--- src/rtl/clock_pkg.sv ---
package clock_pkg;

    // ------------------------------------------------------------
    // Time and button types
    // ------------------------------------------------------------

    localparam logic [7:0] MAX_SEC = 8'd59;
    localparam logic [7:0] MAX_MIN = 8'd59;

    typedef struct packed {
        logic [7:0] min;  // Binary 0..59
        logic [7:0] sec;  // Binary 0..59
    } clock_time_t;

    // Bit 0 is run so the struct lines up with button[2:0]
    typedef struct packed {
        logic inc_min;
        logic inc_sec;
        logic run;
    } face_btn_t;

    typedef enum logic {
        FACE_WATCH = 1'b0,
        FACE_COOK  = 1'b1
    } face_t;

    // ------------------------------------------------------------
    // Display word and segment patterns
    // ------------------------------------------------------------

    typedef union packed {
        struct packed {
            logic [7:0] high;  // Minutes as two BCD digits
            logic [7:0] low;   // Seconds as two BCD digits
        } field;
        logic [3:0][3:0] digit;  // digit[0] is the rightmost one
    } display_word_u;

    // Active low {dp,g,f,e,d,c,b,a}, dp kept dark
    localparam logic [7:0] SEG_TABLE [0:9] = '{
        8'hC0, 8'hF9, 8'hA4, 8'hB0, 8'h99,
        8'h92, 8'h82, 8'hF8, 8'h80, 8'h90
    };

    // Add one and wrap to zero past the limit
    function automatic logic [7:0] wrap_inc(input logic [7:0] value, input logic [7:0] limit);
        return (value >= limit) ? 8'd0 : value + 8'd1;
    endfunction

endpackage

--- src/rtl/panel_control.sv ---
`timescale 1ns/1ps

module panel_control #(
    parameter int TICKS_PER_SEC = 100_000_000
) (
    input  logic                  clk,
    input  logic                  reset_p,
    input  logic [3:0]            button,
    output clock_pkg::face_btn_t  watch_btn,
    output clock_pkg::face_btn_t  cook_btn,
    output clock_pkg::face_t      face,
    output logic                  tick
);

    import clock_pkg::*;

    localparam int TICK_W = $clog2(TICKS_PER_SEC);

    logic [3:0]        btn_sync;  // Buttons sampled once
    logic [3:0]        btn_prev;  // Previous sample
    logic [3:0]        btn_pedge;
    logic [TICK_W-1:0] tick_cnt;
    face_btn_t         pulse;

    // ------------------------------------------------------------
    // Rising edges of the clean button levels
    // ------------------------------------------------------------

    always_ff @(posedge clk or posedge reset_p) begin
        if (reset_p) begin
            btn_sync <= '0;
            btn_prev <= '0;
        end else begin
            btn_sync <= button;
            btn_prev <= btn_sync;
        end
    end

    assign btn_pedge = btn_sync & ~btn_prev;  // High for one cycle after the sample
    assign pulse     = face_btn_t'(btn_pedge[2:0]);

    always_ff @(posedge clk or posedge reset_p) begin
        if (reset_p) begin
            face <= FACE_WATCH;
        end else if (btn_pedge[3]) begin
            face <= (face == FACE_WATCH) ? FACE_COOK : FACE_WATCH;
        end
    end

    // Only the face on show sees the buttons
    assign watch_btn = (face == FACE_WATCH) ? pulse : '0;
    assign cook_btn  = (face == FACE_COOK)  ? pulse : '0;

    // ------------------------------------------------------------
    // Shared one second tick
    // ------------------------------------------------------------

    always_ff @(posedge clk or posedge reset_p) begin
        if (reset_p) begin
            tick_cnt <= '0;
        end else if (tick) begin
            tick_cnt <= '0;
        end else begin
            tick_cnt <= tick_cnt + 1'b1;
        end
    end

    assign tick = (tick_cnt == TICK_W'(TICKS_PER_SEC - 1));

    // A press never reaches both cores, even across a face toggle
    a_one_face_only: assert property (@(posedge clk) disable iff (reset_p)
        !((|watch_btn) && (|cook_btn)));

endmodule

--- src/rtl/watch_core.sv ---
`timescale 1ns/1ps

module watch_core (
    input  logic                    clk,
    input  logic                    reset_p,
    input  clock_pkg::face_btn_t    btn,
    input  logic                    tick,
    output clock_pkg::clock_time_t  time_out,
    output logic                    running
);

    import clock_pkg::*;

    logic run_next;  // Run state once the button has acted
    logic inc_any;
    logic advance;

    assign run_next = running ^ btn.run;
    assign inc_any  = btn.inc_sec | btn.inc_min;
    assign advance  = tick & run_next & ~inc_any;  // Increment wins over the tick

    always_ff @(posedge clk or posedge reset_p) begin
        if (reset_p) begin
            running <= 1'b1;  // Free running out of reset
        end else begin
            running <= run_next;
        end
    end

    always_ff @(posedge clk or posedge reset_p) begin
        if (reset_p) begin
            time_out <= '0;
        end else if (inc_any) begin
            // Each field on its own, no carry
            if (btn.inc_sec) begin
                time_out.sec <= wrap_inc(time_out.sec, MAX_SEC);
            end
            if (btn.inc_min) begin
                time_out.min <= wrap_inc(time_out.min, MAX_MIN);
            end
        end else if (advance) begin
            if (time_out.sec == MAX_SEC) begin
                time_out.sec <= 8'd0;
                time_out.min <= wrap_inc(time_out.min, MAX_MIN);  // 59:59 back to 00:00
            end else begin
                time_out.sec <= time_out.sec + 8'd1;
            end
        end
    end

    a_fields_in_range: assert property (@(posedge clk) disable iff (reset_p)
        (time_out.sec <= MAX_SEC) && (time_out.min <= MAX_MIN));

endmodule

--- src/rtl/cook_timer.sv ---
`timescale 1ns/1ps

module cook_timer (
    input  logic                    clk,
    input  logic                    reset_p,
    input  clock_pkg::face_btn_t    btn,
    input  logic                    tick,
    input  logic                    alarm_off,
    output clock_pkg::clock_time_t  time_out,
    output logic                    running,
    output logic                    alarm
);

    import clock_pkg::*;

    logic time_zero;
    logic last_sec;  // 00:01 on the clock
    logic set_en;    // Increment while stopped
    logic run_next;
    logic count;
    logic alarm_hit;

    assign time_zero = (time_out == '0);
    assign last_sec  = (time_out.min == 8'd0) && (time_out.sec == 8'd1);
    assign set_en    = ~running & (btn.inc_sec | btn.inc_min);

    // Start only with something on the clock
    always_comb begin
        if (running) begin
            run_next = ~btn.run;
        end else begin
            run_next = btn.run & ~time_zero;
        end
    end

    assign count     = tick & run_next & ~set_en;
    assign alarm_hit = count & last_sec;

    always_ff @(posedge clk or posedge reset_p) begin
        if (reset_p) begin
            running <= 1'b0;
        end else if (alarm_hit) begin
            running <= 1'b0;  // Stop at 00:00
        end else begin
            running <= run_next;
        end
    end

    always_ff @(posedge clk or posedge reset_p) begin
        if (reset_p) begin
            time_out <= '0;
        end else if (set_en) begin
            if (btn.inc_sec) begin
                time_out.sec <= wrap_inc(time_out.sec, MAX_SEC);
            end
            if (btn.inc_min) begin
                time_out.min <= wrap_inc(time_out.min, MAX_MIN);
            end
        end else if (count) begin
            if (time_out.sec == 8'd0) begin
                time_out.sec <= MAX_SEC;           // Borrow a minute
                time_out.min <= time_out.min - 8'd1;
            end else begin
                time_out.sec <= time_out.sec - 8'd1;
            end
        end
    end

    // Switch off beats a fresh alarm in the same cycle
    always_ff @(posedge clk or posedge reset_p) begin
        if (reset_p) begin
            alarm <= 1'b0;
        end else if (alarm_off) begin
            alarm <= 1'b0;
        end else if (alarm_hit) begin
            alarm <= 1'b1;
        end
    end

    a_no_run_at_zero: assert property (@(posedge clk) disable iff (reset_p)
        !(running && time_zero));

endmodule

--- src/rtl/display_mux.sv ---
`timescale 1ns/1ps

module display_mux (
    input  clock_pkg::face_t          face,
    input  clock_pkg::clock_time_t    watch_time,
    input  clock_pkg::clock_time_t    cook_time,
    output clock_pkg::display_word_u  disp
);

    import clock_pkg::*;

    clock_time_t shown;

    // Two BCD digits from a binary value of at most 59
    function automatic logic [7:0] to_bcd(input logic [7:0] bin);
        logic [3:0] tens;
        logic [7:0] rest;
        tens = 4'd0;
        rest = bin;
        for (int i = 0; i < 5; i++) begin
            if (rest >= 8'd10) begin
                rest = rest - 8'd10;
                tens = tens + 4'd1;
            end
        end
        return {tens, rest[3:0]};
    endfunction

    assign shown = (face == FACE_COOK) ? cook_time : watch_time;

    always_comb begin
        disp            = '0;
        disp.field.high = to_bcd(shown.min);  // Left pair of digits
        disp.field.low  = to_bcd(shown.sec);  // Right pair
    end

endmodule

--- src/rtl/fnd_scan.sv ---
`timescale 1ns/1ps

module fnd_scan #(
    parameter int SCAN_CYCLES = 100_000
) (
    input  logic                      clk,
    input  logic                      reset_p,
    input  clock_pkg::display_word_u  disp,
    output logic [7:0]                seg,
    output logic [3:0]                com
);

    import clock_pkg::*;

    localparam int SCAN_W = $clog2(SCAN_CYCLES);

    logic [SCAN_W-1:0] scan_cnt;
    logic [1:0]        digit_idx;  // 0 is the rightmost digit
    logic              scan_step;
    logic [3:0]        cur_digit;

    // ------------------------------------------------------------
    // Scan period and digit index
    // ------------------------------------------------------------

    assign scan_step = (scan_cnt == SCAN_W'(SCAN_CYCLES - 1));

    always_ff @(posedge clk or posedge reset_p) begin
        if (reset_p) begin
            scan_cnt  <= '0;
            digit_idx <= 2'd0;
        end else if (scan_step) begin
            scan_cnt  <= '0;
            digit_idx <= digit_idx + 2'd1;  // Wraps 3 to 0
        end else begin
            scan_cnt  <= scan_cnt + 1'b1;
        end
    end

    // ------------------------------------------------------------
    // Common anode select and segment lookup
    // ------------------------------------------------------------

    assign com       = ~(4'b0001 << digit_idx);
    assign cur_digit = disp.digit[digit_idx];

    // Blank on a non BCD nibble
    assign seg = (cur_digit > 4'd9) ? 8'hFF : SEG_TABLE[cur_digit];

    a_one_digit_on: assert property (@(posedge clk) disable iff (reset_p)
        $countones(com) == 3);

endmodule

--- src/rtl/kitchen_clock_top.sv ---
`timescale 1ns/1ps

module kitchen_clock_top #(
    parameter int TICKS_PER_SEC = 100_000_000,
    parameter int SCAN_CYCLES   = 100_000
) (
    input  logic       clk,
    input  logic       reset_p,
    input  logic [3:0] button,     // run, inc_sec, inc_min, face
    input  logic       alarm_off,  // Slide switch
    output logic [7:0] seg,
    output logic [3:0] com,
    output logic [3:0] led,
    output logic       buz
);

    import clock_pkg::*;

    face_btn_t     watch_btn;
    face_btn_t     cook_btn;
    face_t         face;
    logic          tick;
    clock_time_t   watch_time;
    clock_time_t   cook_time;
    logic          watch_running;
    logic          cook_running;
    logic          alarm;
    display_word_u disp;

    panel_control #(.TICKS_PER_SEC(TICKS_PER_SEC)) u_panel (
        .clk(clk), .reset_p(reset_p), .button(button),
        .watch_btn(watch_btn), .cook_btn(cook_btn),
        .face(face), .tick(tick)
    );

    watch_core u_watch (
        .clk(clk), .reset_p(reset_p), .btn(watch_btn), .tick(tick),
        .time_out(watch_time), .running(watch_running)
    );

    cook_timer u_cook (
        .clk(clk), .reset_p(reset_p), .btn(cook_btn), .tick(tick),
        .alarm_off(alarm_off), .time_out(cook_time),
        .running(cook_running), .alarm(alarm)
    );

    display_mux u_mux (
        .face(face), .watch_time(watch_time), .cook_time(cook_time), .disp(disp)
    );

    fnd_scan #(.SCAN_CYCLES(SCAN_CYCLES)) u_fnd (
        .clk(clk), .reset_p(reset_p), .disp(disp), .seg(seg), .com(com)
    );

    assign led[0] = (face == FACE_WATCH);  // Watch face on show
    assign led[1] = alarm;
    assign led[2] = watch_running;
    assign led[3] = cook_running;
    assign buz    = alarm;

endmodule

--- config.mk ---
export PLATFORM = sky130hd
export DESIGN_NAME = kitchen_clock_top
export DESIGN_NICKNAME = d
export VERILOG_FILES = /design/src/rtl/clock_pkg.sv /design/src/rtl/panel_control.sv /design/src/rtl/watch_core.sv /design/src/rtl/cook_timer.sv /design/src/rtl/display_mux.sv /design/src/rtl/fnd_scan.sv /design/src/rtl/kitchen_clock_top.sv
export SDC_FILE = /design/constraint.sdc
export NUM_CORES = 1
export LEC_CHECK = 0
export ABC_CLOCK_PERIOD_IN_PS = 9600
export BUFFER_PORTS_ARGS = -buffer_cell sky130_fd_sc_hd__buf_2
export CAP_MARGIN = 20
export CORE_AREA = 5 5 132 185
export DETAILED_ROUTE_END_ITERATION = 10
export DIE_AREA = 0 0 137 190
export SETUP_SLACK_MARGIN = 0.1
export SLEW_MARGIN = 10
export SYNTH_ARGS = -nofsm -noshare
export SYNTH_HDL_FRONTEND = slang
export SYNTH_SLANG_ARGS = --single-unit
export TNS_END_PERCENT = 10
--- constraint.sdc ---
create_clock -name clk -period 9.6 [get_ports clk]
set_input_delay 1.44 -clock clk [delete_from_list [all_inputs] [get_ports clk]]
set_output_delay 1.44 -clock clk [all_outputs]
set_load 0.02 [all_outputs]
* Yosys cells after proc, flatten, opt, wreduce, memory -nomap -nowiden *
Memory sizes are Yosys's and may differ from the RTL's.
Cells that the tools add are included.

word-level totals
  register bits after elaboration = 90
  bits in latches = 0
  bits in writable memories = 0
  memory bits (read-only) = 128
  output and inout port bits = 17
  logic and storage cells = 151
  memories = 1

memory list
  name              depth  bits a word  read ports  clocked after memory_dff  wr ports  RTL line        source
  (name not given)  16     8            1           0                         0         fnd_scan.sv:48  assign seg = (cur_digit > 4'd9) ? 8'hFF : SEG_TABLE[cur_digit];

cells by class
  add/subtract/negate cells = 27
  multiply operators = 0
  div/mod/pow operators = 0
  $lt $le $gt $ge = 17
  eq/ne operators = 8
  shifts and indexed selects = 1
  multiplexer cells = 51
  bitwise logic cells = 20
  reductions and logical operators = 13

operators by type and width
  operator                                                           number
  two-way mux 8 bit                                                  23
  greater-or-equal comparator 8 x 4 -> 1 bit, second input constant  10
  two-way mux 16 bit                                                 5
  subtractor 8 x 4 -> 8 bit, second input constant                   8
  two-way mux 4 bit                                                  11
  adder 8 x 1 -> 8 bit, second input constant                        4
  greater-or-equal comparator 8 x 6 -> 1 bit, second input constant  4
  adder 4 x 1 -> 4 bit, second input constant                        7
  adder 27 x 1 -> 27 bit, second input constant                      1
  == test 27 bit, second input constant                              1
  two-way mux 27 bit                                                 1
  adder 17 x 1 -> 17 bit, second input constant                      1
  == test 17 bit, second input constant                              1
  two-way mux 17 bit                                                 1
  zero test 16 bit                                                   1
  zero test 8 bit                                                    2
  subtractor 8 x 1 -> 8 bit, second input constant                   2
  nonzero test 2 bit                                                 5
  binary-select mux 4 bit (select 2 bit)                             1
  == test 8 x 1 -> 1 bit, second input constant                      1
  == test 8 x 6 -> 1 bit, second input constant                      1
  inequality test 2 x 1 -> 1 bit, second input constant              4
  inverter 4 bit                                                     2
  subtractor 4 bit, second input constant                            2
  17 further kinds                                                   38

* Logic depth before layout (Yosys ltp) *
Gate-level depths: netlist of the first run.

  word-level depth = 18
  mapped depth = 37
  depth with buffers taken out = 31

* Hierarchy *
From an unflattened synthesis of the first run, not the netlist that was laid out.

unflattened totals
  cells, all modules = 963
  area, all modules = 8257.9 um^2

modules (own cells, without submodules)
  module             instances  cells an instance  area an instance (um^2)  sequential area each (um^2)
  display_mux        1          393                3016.6                   0.0
  panel_control      1          152                1647.8                   900.9
  cook_timer         1          182                1427.6                   450.4
  fnd_scan           1          128                1234.9                   475.5
  watch_core         1          104                904.6                    426.7
  kitchen_clock_top  1          4                  26.3                     0.0

* Least setup slack after synthesis of the first run *
No wires, ideal clock.

  path type = register to output
  start point = register u_panel.face
  end point = output seg[0]
  arrival = 7.088 ns
  required time = 8.160 ns
  slack = 1.072 ns
  cell stages (with the launch flop) = 36
  buffers on the path = 6
  cell sequence = dfrtp_1 buf_6 buf_6 buf_4 buf_4 clkbuf_1 mux2i_1 ha_1 clkbuf_1 nor2b_1 nor3_1 o211a_1 o211a_1 a21oi_1 inv_1 xnor2_1 inv_1 ha_1 mux2_2 ha_1 nand2_1 o41ai_1 a2bb2oi_1 nand3b_1 nor2_2 mux2_2 ha_1 nand2_1 nor2_1 o41ai_1 o221ai_1 inv_1 ha_1 inv_1 or3b_1 nand3_1

between the ends
  word-level cells in the longest chain between the ends = 18
  elaborated cells on any way between the ends = 57
  those cells by class = add/sub: 18; order compare: 11; mux: 26; bitwise: 1; memory: 1

RTL lines
  what                                                                                            RTL line                              source
  start: declaration                                                                              panel_control.sv:11                   output clock_pkg::face_t face,
  start signal: assignment                                                                        panel_control.sv:46                   face <= (face == FACE_WATCH) ? FACE_COOK : FACE_WATCH;
  two-way mux 16 bit *                                                                            display_mux.sv:29                     assign shown = (face == FACE_COOK) ? cook_time : watch_time;
  subtractor 8 x 4 -> 8 bit / greater-or-equal comparator 8 x 4 -> 1 bit (equally long branches)  display_mux.sv:22, display_mux.sv:21
  two-way mux 8 bit / two-way mux 1 bit (equally long branches)                                   display_mux.sv:21                     if (rest >= 8'd10) begin
  subtractor 8 x 4 -> 8 bit (tied with other cells)                                               display_mux.sv:22                     rest = rest - 8'd10;
  two-way mux 8 bit / two-way mux 4 bit (equally long branches)                                   display_mux.sv:21
  subtractor 8 x 4 -> 8 bit (tied with other cells)                                               display_mux.sv:22
  two-way mux 8 bit / two-way mux 4 bit (equally long branches)                                   display_mux.sv:21
  subtractor 8 x 4 -> 8 bit (tied with other cells)                                               display_mux.sv:22
  two-way mux 8 bit / two-way mux 4 bit (equally long branches)                                   display_mux.sv:21
  greater-or-equal comparator 8 x 4 -> 1 bit (tied with other cells)                              display_mux.sv:21
  two-way mux 4 bit                                                                               display_mux.sv:21
  binary-select mux 4 bit (select 2 bit) *                                                        fnd_scan.sv:45                        assign cur_digit = disp.digit[digit_idx];
  two-way mux 4 bit (implied by the code) *                                                       fnd_scan.sv:45
  inverter 4 -> 5 bit (implied by the code)                                                       fnd_scan.sv:48
  memory (16 x 8 bit)                                                                             n/a
  two-way mux 8 bit (implied by the code) (2 in series)                                           fnd_scan.sv:48
  two-way mux 8 bit *                                                                             fnd_scan.sv:48
  end: declaration                                                                                kitchen_clock_top.sv:11               output logic [7:0] seg,

Every way passes the cells marked *; elsewhere a longest branch is shown, timed or not. The select of a mux whose other input is x is not followed.

* Worst setup path in the final report of the first run *
  start point = register u_panel.face
  end point = output seg[3]

The elaborated chain is that of the path after synthesis.

==> metrics.md, run 1 <==
| Metric | Value |
|---|---|
| Status | completed |
| Worst Path Max Fanout | 22 |
| Fin crit share | slightly above 90% |
| Synth Instances | between 900 and 1000 |
| GR Util met2 | 24.6% |
| Asr flop ratio synth | 100% |
| Chip height | around 190 um |
| Syn Nets | around 1000 |
| Util after Layout | 37.1% |
| TritonRoute pass-1 iters | 5 |
| WP data arrival | around 7.5 ns |
| Skew final | ~0.011 ns |
| HPWL after DPL | 13700 um |
| Slowest-stage cell, CP | o21ai_1 |
| Post-Syn Area | roughly 7800 um2 |
| Grt total ovfl | 0 |
| Worst-Margin Slew | 0.928 ns |
| Most frequent cells in the layout | nor2_1, dfrtp_1, nand2_1 |
| Clock transition at path regs | about 0.07 ns |
| Final routed DRC violation total | 0 |
| Maximum clock frequency | roughly 0.11 GHz |
| Critical Path RT | between 8 and 9 ns |
| Post-route ant nets | 0 |
| Via Count | between 6000 and 7000 |
| Drt first-iter violations | 349 |
| YS warnings | 0 |
| Commonest non-fill, non-tap cell in the layout | nor2_1 |
| Multi-input gate area | 5180 um2 |
| Fillers | between 2000 and 2500 |
| Relative slew slack | between 30% and 40% |
| Layout cells sized above 1 | roughly 9.1% |
| Syn-to-layout area delta | 8.79% |
| Gp weighted congestion | between 0.8 and 0.9 |
| Crit start category | flop |
| Num CTS Buffers | 9 |
| Largest net degree at the start of global routing | between 70 and 80 |
| Flop2flop setup slack | 6.13 ns |
| Initial Util | between 30% and 40% |
| Routed len/inst | ~14 um |
| Drt via density | between 5 and 6 |
| Worst setup EP type | output pin |
| Number of placement rows | 66 |
| Clock Path Buffers | 2 |
| Post-synthesis sequential area ratio | between 20% and 30% |
| Worst min-delay path category | flop to flop |
| H-tree levels | 3 |
| CTS root buf | clkbuf_16 |
| Nets | 995 |
| Total wire length | roughly 18000 um |
| WS Path Type | flop to output pin |
| Core ar. | between 20000 and 25000 um2 |
| PortBufs | 22 |
| EDFF count, synth | 0 |
| Initial antenna violation count | 0 |
| Setup TNS | 0 ns |
| Register area | approximately 2300 um2 |
| Synth Area per Inst | just over 8 um2 |
| GRT busiest layer | met2 |
| Die area | between 20000 and 30000 um2 |
| Fin. max-slew vios | 0 |
| I/O pins | 24 |
| Main flop type after synthesis | dfrtp_1 |
| Clk Latency, worst-skew pair | around 0.35 ns |
| Tmin final | 8.93 ns |
| Number of global-route vias before repair | between 6000 and 7000 |
| Unrepaired setup endpoints after global routing | false |
| Global Route Usage Sum | between 10 and 15% |
| Synth cell types | 89 |
| CP peak stage delay | approximately 0.56 ns |
| CTS tree | yes |
| M1 GR Usage | 17.3% |
| Flops & latches, synth | 90 |
| Die width | about 140 um |
| Max-cap violations | 0 |
| Final setup violation count | 0 |
| GRT met3 Usage | ~1.9% |
| First-pass GRT wire length | a little over 30000 um |
| CTS Hold Bufs | 0 |
| Antenna Cells | 0 |
| Clock sinks | 90 |
| Final hold vios | 0 |
==> layer usage <==
metal	share of wire [%]	vias up
met5	0	-
met4	2.2	0
met3	2.6	32
met2	50	121
met1	45	3250
li1	-	3467
==> final cells by class <==
type / count / share of cell area [%]
clock inverter: 7 / 1.10
tap: 306 / 4.54
inverter: 41 / 1.85
clock buffer: 9 / 2.67
sequential: 90 / 26.7
multi-input combinational: 781 / 61.4
timing repair buffer: 27 / 1.75
==> worst max-delay path, delay by kind of cell, from the launching register on <==
| family | cells | cell delay, ns |
|---|---|---|
| fa+ha+maj | 4 | 0.98 |
| simple gates | 8 | 1.31 |
| mux | 2 | 0.67 |
| buf+inv | 6 | 0.92 |
| compound gates | 8 | 2.52 |
| flops | 1 | 0.54 |
| xor+xnor | 1 | 0.17 |
==> logic make-up (layout without fill, tap and decap cells) <==
family	count (synthesis)	in the layout	synth area share [%]
AO/OA/AOI/OAI	258	258	23.0
XOR/XNOR	72	72	8.31
adder cells (fa/ha/maj)	38	38	6.13
buffers and inverters	79	84	4.47
flip-flops	90	90	29.1
multiplexers	30	30	4.16
other	1	1	0.0484
AND/OR/NAND/NOR	382	382	24.8
==> repair_timing <==
action | 4_1_cts | 5_1_grt
endpoints found under the setup margin | 0 | 4
resized for setup | 0 | 6
hold endpoints to repair | 0 | 0
setup buffers | 0 | 0
==> flip-flops by register name, indices dropped and copies added (netlist names), 2 cells and up <==
name and flops:
u_panel.tick_cnt 27, u_fnd.scan_cnt 17, u_cook.time_out 16, u_watch.time_out 16
u_panel.btn_prev 4, u_panel.btn_sync 4, u_fnd.digit_idx 2
==> Yosys cell counts, types with 16 or more instances <==
cell type | count | area [um2]
o21ai_0 | 67 | 335
nor3_1 | 27 | 135
clkbuf_1 | 26 | 97.6
nand3_1 | 49 | 245
and2_1 | 16 | 100
xor2_1 | 23 | 201
and3_1 | 18 | 113
ha_1 | 38 | 475
a21oi_1 | 47 | 235
mux2i_1 | 18 | 180
inv_1 | 41 | 154
xnor2_1 | 48 | 420
nor2_1 | 109 | 409
dfrtp_1 | 89 | 2230
nand2_1 | 69 | 259
==> worst paths after layout <==
| kind | start | to | cells past startpoint |
|---|---|---|---|
| worst max-delay path | u_panel.face$_DFFE_PP0P_ | seg[3] | 29 |
| worst min-delay path | u_panel.btn_sync[2]$_DFF_PP0_ | u_panel.btn_prev[2]$_DFF_PP0_ | 0 |
| worst max register to register | u_cook.time_out[2]$_DFFE_PP0P_ | u_cook.time_out[13]$_DFFE_PP0P_ | 11 |
| max in group asynchronous | reset_p | u_fnd.scan_cnt[10]$_DFF_PP0_ | 3 |
| min in group asynchronous | reset_p | u_cook.alarm$_DFFE_PP0P_ | 2 |
| worst min register to register | u_panel.btn_sync[2]$_DFF_PP0_ | u_panel.btn_prev[2]$_DFF_PP0_ | 0 |
==> stage by stage <==
stage               cell area [um2]  worst slack [ns]  hold WS [ns]  std cells
floorplan                      7750              1.07         0.347        950
global placement               8090              1.16         0.360       1245
detailed placement             8090              1.00         0.366       1245
CTS                            8410             0.585         0.386       1261
global route                   8440             0.136         0.405       1261
finish                         8440             0.671         0.382       1261
Power of run 1 is left out: the tool's default activity adds up to more than one toggle a clock period on the data nets, which glitch-free logic cannot reach.
==> run 2, diff against run 1 <==
CORE_AREA = 5 5 184 133   (was 5 5 132 185)
DIE_AREA = 0 0 189 138   (was 0 0 137 190)
==> run 2 against run 1 <==
  * First-iteration DRC count up 110%
  * Critical path depth is 1 higher
  * Via count grew 0.74%
  * Die area up 0.20%
  * Routed wire length up 0.54%
  * Register-to-register slack better by 0.06 ns
  * Sequential share of layout area increased by 0.083 points
  * Maximum frequency increased by 1.4%
  * Non-clock buffer count down 1
  * Hold slack got worse by 0.0045 ns
  * Sequential cell count stayed put
  * Largest cell class unchanged
  * Highest routed layer unchanged
==> metrics.md, run 2 (synthesis results as in run 1) <==
| Metric | Value |
|---|---|
| Relative slew slack | 35.3% (was 37.9%) |
| CTS tree | yes (unchanged) |
| Biggest register | u_panel.tick_cnt (unchanged) |
| CTS root buf | clkbuf_16 (unchanged) |
| H-tree levels | 3 (unchanged) |
| Worst Path Max Fanout | 12 (was 22) |
| Grt total ovfl | 0 (unchanged) |
| WS Path Type | flop to output pin (unchanged) |
| Clock Path Buffers | 2 (unchanged) |
| Final routed DRC violation total | 0 (unchanged) |
| Drt via density | 5.57 (was 5.45) |
| Final setup violation count | 0 (unchanged) |
| Startpoint of the worst setup timing path | u_cook.time_out[1]$_DFFE_PP0P_ (was u_panel.face$_DFFE_PP0P_) |
| Clock sinks | 90 (unchanged) |
| Clock transition at path regs | 0.07 ns (about the same) |
| Max reg flops | 27 (unchanged) |
| Critical Path Sink | seg[0] (was seg[3]) |
| Worst-Margin Slew | 0.967 ns (was 0.928 ns) |
| Fin. max-slew vios | 0 (unchanged) |
| Post-CTS Setup Bufs | 0 (unchanged) |
| Nets | 994 (was 995) |
| M1 GR Usage | 22.5% (was 17.3%) |
| Via Count | 6921 (was 6870) |
| Commonest non-fill, non-tap cell in the layout | nor2_1 (unchanged) |
| TritonRoute pass-1 iters | 5 (unchanged) |
| Chip height | 138 um (was 190 um) |
| Syn-to-layout area delta | 8.46% (was 8.79%) |
| Drt first-iter violations | 746 (was 349) |
| Flop2flop setup slack | 6.19 ns (was 6.13 ns) |
| Worst hold start | u_panel.btn_sync[3]$_DFF_PP0_ (was u_panel.btn_sync[2]$_DFF_PP0_) |
| Skew final | 0.00729 ns (was 0.0111 ns) |
| R2R depth | 11 (unchanged) |
| Reg2reg start | u_cook.time_out[3]$_DFFE_PP0P_ (was u_cook.time_out[2]$_DFFE_PP0P_) |
| Initial antenna violation count | 0 (unchanged) |
| HPWL after DPL | 13600 um (was 13700 um) |
| Number of global-route vias before repair | 6228 (was 6519) |
| Crit start category | flop (unchanged) |
| Clk Latency, worst-skew pair | 0.35 ns (about the same) |
| Fillers | 2278 (was 2377) |
| Worst setup EP type | output pin (unchanged) |
| Unrepaired setup endpoints after global routing | false (unchanged) |
| Tmin final | 8.81 ns (was 8.93 ns) |
| GRT met3 Usage | 3.04% (was 1.90%) |
| GR Util met2 | 18.8% (was 24.6%) |
| Biggest regs | u_panel.tick_cnt x27, u_fnd.scan_cnt x17 (unchanged) |
| I/O pins | 24 (unchanged) |
| Most frequent cells in the layout | nor2_1, dfrtp_1, nand2_1 (unchanged) |
| Status | completed (unchanged) |
| Antenna Cells | 0 (unchanged) |
| Final hold vios | 0 (unchanged) |
| R2R Path End | u_cook.time_out[13]$_DFFE_PP0P_ (unchanged) |
| GRT busiest layer | met1 (was met2) |
| Post-route ant nets | 0 (unchanged) |
| WP data arrival | 7.37 ns (was 7.49 ns) |
| Num CTS Buffers | 9 (unchanged) |
| Initial Util | 34.6% (was 34.1%) |
| Worst min-delay path category | flop to flop (unchanged) |
| Largest net degree at the start of global routing | 49 (was 73) |
| Routed len/inst | 14.7 um (was 14.4 um) |
| Crit path max-delay family | compound AO/OA/AOI/OAI gates (unchanged) |
| Global Route Usage Sum | 14.1% (was 14.0%) |
| First-pass GRT wire length | 31500 um (was 30600 um) |
| CP peak stage delay | 0.47 ns (was 0.56 ns) |
| Critical Path RT | 8.16 ns (about the same) |
| Die area | 26100 um2 (was 26000 um2) |
| Layout cells sized above 1 | 8.81% (was 9.11%) |
| PortBufs | 22 (unchanged) |
| CP bufs+invs | 5 (was 6) |
| Slowest-stage cell, CP | dfrtp_1 (was o21ai_1) |
| Total wire length | 18200 um (was 18100 um) |
| Gp weighted congestion | 0.847 (was 0.850) |
| Core ar. | 22400 um2 (was 22700 um2) |
| WP depth | 30 (was 29) |
| Number of placement rows | 46 (was 66) |
| Die width | 189 um (was 137 um) |
| Setup TNS | 0 ns (unchanged) |
| Fin crit share | 91.7% (was 93.0%) |
| Maximum clock frequency | 0.114 GHz (was 0.112 GHz) |
| Max-cap violations | 0 (unchanged) |
==> run 2: cell types whose count changed in the layout (fill, tap and decap cells not counted) <==
cell | before | now
buf_6 | 0 | 1
inv_8 | 1 | 0
clkinv_8 | 1 | 0
mux2i_2 | 4 | 1
clkinvlp_4 | 0 | 1
bufinv_16 | 1 | 2
mux2i_1 | 14 | 17
nand3_2 | 0 | 1
buf_4 | 5 | 3
nand3_1 | 49 | 48
clkinv_2 | 0 | 1
clkinv_4 | 1 | 0
==> run 2: worst register-to-register path: stages, from the launching register on <==
cell      delay (ns)
dfrtp_1         0.53
nor4_1          0.73
nand3_1         0.36
nor2_1          0.19
nor3_1          0.07
a21oi_1         0.16
nor2_1          0.10
nand2b_1        0.16
nor2b_1         0.66
a21oi_1         0.07
a21boi_0        0.21
a21oi_1         0.06
==> run 2: how the worst min path moves through the flow <==
stage / end / slack, ns / cells after the start
5_1_grt: u_panel.btn_prev[3]$_DFF_PP0_ / 0.41 / 0
3_3_place_gp: u_panel.btn_prev[1]$_DFF_PP0_ / 0.37 / 0
3_5_place_dp: u_panel.btn_prev[3]$_DFF_PP0_ / 0.37 / 0
2_1_floorplan: u_panel.btn_prev[3]$_DFF_PP0_ / 0.35 / 0
6_report: u_panel.btn_prev[3]$_DFF_PP0_ / 0.38 / 0
4_1_cts: u_panel.btn_prev[3]$_DFF_PP0_ / 0.38 / 0
==> run 2: metal layers <==
| metal | up-vias | wire length [um] |
|---|---|---|
| met5 | - | 0 |
| met4 | 0 | 206 |
| met1 | 3262 | 9870 |
| met2 | 169 | 7260 |
| met3 | 16 | 893 |
| li1 | 3474 | - |
==> run 2: through the flow <==
stage | util, % | setup WS (ns) | cells | hold WS (ns) | area, um2
2_1_floorplan | - | 1.07 | 950 | 0.347 | 7750
3_3_place_gp | 36.0 | 1.13 | 1226 | 0.370 | 8060
3_5_place_dp | 36.0 | 1.04 | 1226 | 0.368 | 8060
4_1_cts | 37.5 | 0.656 | 1242 | 0.384 | 8390
5_1_grt | 37.6 | 0.150 | 1242 | 0.408 | 8410
6_report | 37.6 | 0.793 | 1242 | 0.378 | 8410
==> run 2: layout make-up <==
cell class / instances / area [um2] / area share (%)
Multi-Input combinational cell: 781 / 5170 / 61.5
Inverter: 41 / 156 / 1.86
Sequential cell: 90 / 2250 / 26.8
Clock buffer: 9 / 225 / 2.68
Clock inverter: 7 / 98.8 / 1.18
Timing Repair Buffer: 26 / 144 / 1.71
Tap cell: 288 / 360 / 4.29
==> run 2: timing repair <==
item	4_1_cts	5_1_grt
resized for setup	0	5
endpoints found under the setup margin	0	5
hold buffers	0	0
Power of run 2 is left out for the same reason.
==> run 3, diff against run 2 <==
CTS_BUF_LIST = sky130_fd_sc_hd__clkbuf_4 sky130_fd_sc_hd__clkbuf_8   (was default)
==> run 3 against run 2 <==
  * Count of clock-buffer cells in the layout unchanged
  * First-iteration DRC count down 7.8%
  * Die area unchanged
  * Utilization down 0.45 points
  * Non-clock buffer count unchanged
  * Sequential share of layout area up 0.33 points
==> metrics.md, run 3 (synthesis results as in run 1) <==
| Metric | Value |
|---|---|
| Status | completed (unchanged) |
| WS Path Type | flop to output pin (unchanged) |
| Max reg flops | 27 (unchanged) |
| Maximum clock frequency | 0.113 GHz (was 0.114 GHz) |
| Clock transition at path regs | 0.11 ns (was 0.07 ns) |
| Final instance area | 8310 um2 (was 8410 um2) |
| Critical Path RT | 8.16 ns (about the same) |
| Biggest register | u_panel.tick_cnt (unchanged) |
| Chip height | 138 um (unchanged) |
| Commonest non-fill, non-tap cell in the layout | nor2_1 (unchanged) |
| Worst setup EP type | output pin (unchanged) |
| Largest net degree at the start of global routing | 49 (unchanged) |
| Antenna Cells | 0 (unchanged) |
| Worst-Margin Slew | 0.950 ns (was 0.967 ns) |
| Post-route ant nets | 0 (unchanged) |
| Total wire length | 18200 um (about the same) |
| CTS Hold Bufs | 0 (unchanged) |
| Drt first-iter violations | 688 (was 746) |
| Clk Latency, worst-skew pair | 0.39 ns (was 0.35 ns) |
| Tmin final | 8.87 ns (was 8.81 ns) |
| Slowest-stage cell, CP | dfrtp_1 (unchanged) |
| TritonRoute pass-1 iters | 5 (unchanged) |
| Layout cells sized above 1 | 8.81% (unchanged) |
| Fin. max-slew vios | 0 (unchanged) |
| HPWL after DPL | 13600 um (unchanged) |
| Unrepaired setup endpoints after global routing | true (was false) |
| First-pass GRT wire length | 31400 um (was 31500 um) |
| I/O pins | 24 (unchanged) |
| Worst Path Max Fanout | 12 (unchanged) |
| Grt total ovfl | 0 (unchanged) |
| Number of global-route vias before repair | 6197 (was 6228) |
| Final hold vios | 0 (unchanged) |
| Fillers | 2290 (was 2278) |
| Biggest regs | u_panel.tick_cnt x27, u_fnd.scan_cnt x17 (unchanged) |
| Final setup violation count | 0 (unchanged) |
| Max-cap violations | 0 (unchanged) |
| Final routed DRC violation total | 0 (unchanged) |
| Drt via density | 5.62 (was 5.57) |
| Via Count | 6983 (was 6921) |
| Cts repair resizes | 0 (unchanged) |
| Clock sinks | 90 (unchanged) |
| CTS tree | yes (unchanged) |
| Global Route Usage Sum | 14.0% (was 14.1%) |
| Util after Layout | 37.1% (was 37.6%) |
| Syn-to-layout area delta | 7.15% (was 8.46%) |
| Number of placement rows | 46 (unchanged) |
| Placed inst area | 8060 um2 (unchanged) |
| Nets | 994 (unchanged) |
| Worst min-delay path category | flop to flop (unchanged) |
| Die width | 189 um (unchanged) |
| Skew final | 0.0162 ns (was 0.00729 ns) |
| Die area | 26100 um2 (unchanged) |
| CP bufs+invs | 5 (unchanged) |
| Clock Path Buffers | 2 (unchanged) |
| H-tree levels | 3 (unchanged) |
| Initial antenna violation count | 0 (unchanged) |
| Most frequent cells in the layout | nor2_1, dfrtp_1, nand2_1 (unchanged) |
| WP data arrival | 7.43 ns (was 7.37 ns) |
| Crit path max-delay family | compound AO/OA/AOI/OAI gates (unchanged) |
| PortBufs | 22 (unchanged) |
| Setup TNS | 0 ns (unchanged) |
| Gp weighted congestion | 0.847 (unchanged) |
| Routed len/inst | 14.6 um (was 14.7 um) |
| Core ar. | 22400 um2 (unchanged) |
| Crit start category | flop (unchanged) |
| Fin crit share | 92.4% (was 91.7%) |
| Initial Util | 34.6% (unchanged) |
| CTS root buf | clkbuf_8 (was clkbuf_16) |
| Relative slew slack | 36.4% (was 35.3%) |
| Post-CTS Setup Bufs | 0 (unchanged) |
| CP peak stage delay | 0.48 ns (was 0.47 ns) |
| Num CTS Buffers | 9 (unchanged) |
==> run 3: final timing paths <==
| check | start | end | slack (ns) | cells past startpoint |
|---|---|---|---|---|
| setup / recovery | u_cook.time_out[1]$_DFFE_PP0P_ | seg[0] | 0.73 | 30 |
| hold / removal | u_panel.btn_sync[3]$_DFF_PP0_ | u_panel.btn_prev[3]$_DFF_PP0_ | 0.38 | 0 |
| setup reg to reg | u_cook.time_out[4]$_DFFE_PP0P_ | u_cook.time_out[13]$_DFFE_PP0P_ | 6.22 | 11 |
| hold reg to reg | u_panel.btn_sync[3]$_DFF_PP0_ | u_panel.btn_prev[3]$_DFF_PP0_ | 0.38 | 0 |
| max in group asynchronous | reset_p | u_watch.time_out[1]$_DFFE_PP0P_ | 7.48 | 3 |
| min in group asynchronous | reset_p | u_panel.tick_cnt[8]$_DFF_PP0_ | 1.09 | 2 |
==> run 3: worst reg2reg max path, cell delays in order, from the launching register on <==
cell	delay, ns
dfrtp_1	0.52
nor4_1	0.74
nand3_1	0.33
nor2_1	0.19
nor3_1	0.07
a21oi_1	0.17
nor2_1	0.10
nand2b_1	0.17
nor2b_1	0.66
a21oi_1	0.07
a21boi_0	0.21
a21oi_1	0.06
==> run 3: area by class of cell <==
class / instances / area [um2] / share of cell area [%]
flip-flops and latches: 90 / 2250 / 27.1
clock buffers: 9 / 124 / 1.49
repair buffers: 26 / 144 / 1.73
clock inverters: 7 / 98.8 / 1.19
inverters: 41 / 156 / 1.88
well taps: 288 / 360 / 4.34
multi-input cells: 781 / 5170 / 62.2
==> run 3: per-layer routing <==
layer | up-vias | wire [um] | track usage, %
met5 | - | 0 | 0
met4 | 0 | 195 | 3.37
met3 | 21 | 1030 | 3.20
met2 | 182 | 7280 | 18.7
met1 | 3300 | 9680 | 22.5
li1 | 3480 | - | -
==> run 3: per-stage QoR <==
step | hold WS (ns) | worst slack (ns) | instances
final | 0.384 | 0.733 | 1242
after global routing | 0.416 | 0.0853 | 1242
after CTS | 0.391 | 0.596 | 1242
after detailed placement | 0.368 | 1.04 | 1226
after global placement | 0.370 | 1.13 | 1226
after floorplan | 0.347 | 1.07 | 950
Power of run 3 is left out for the same reason.
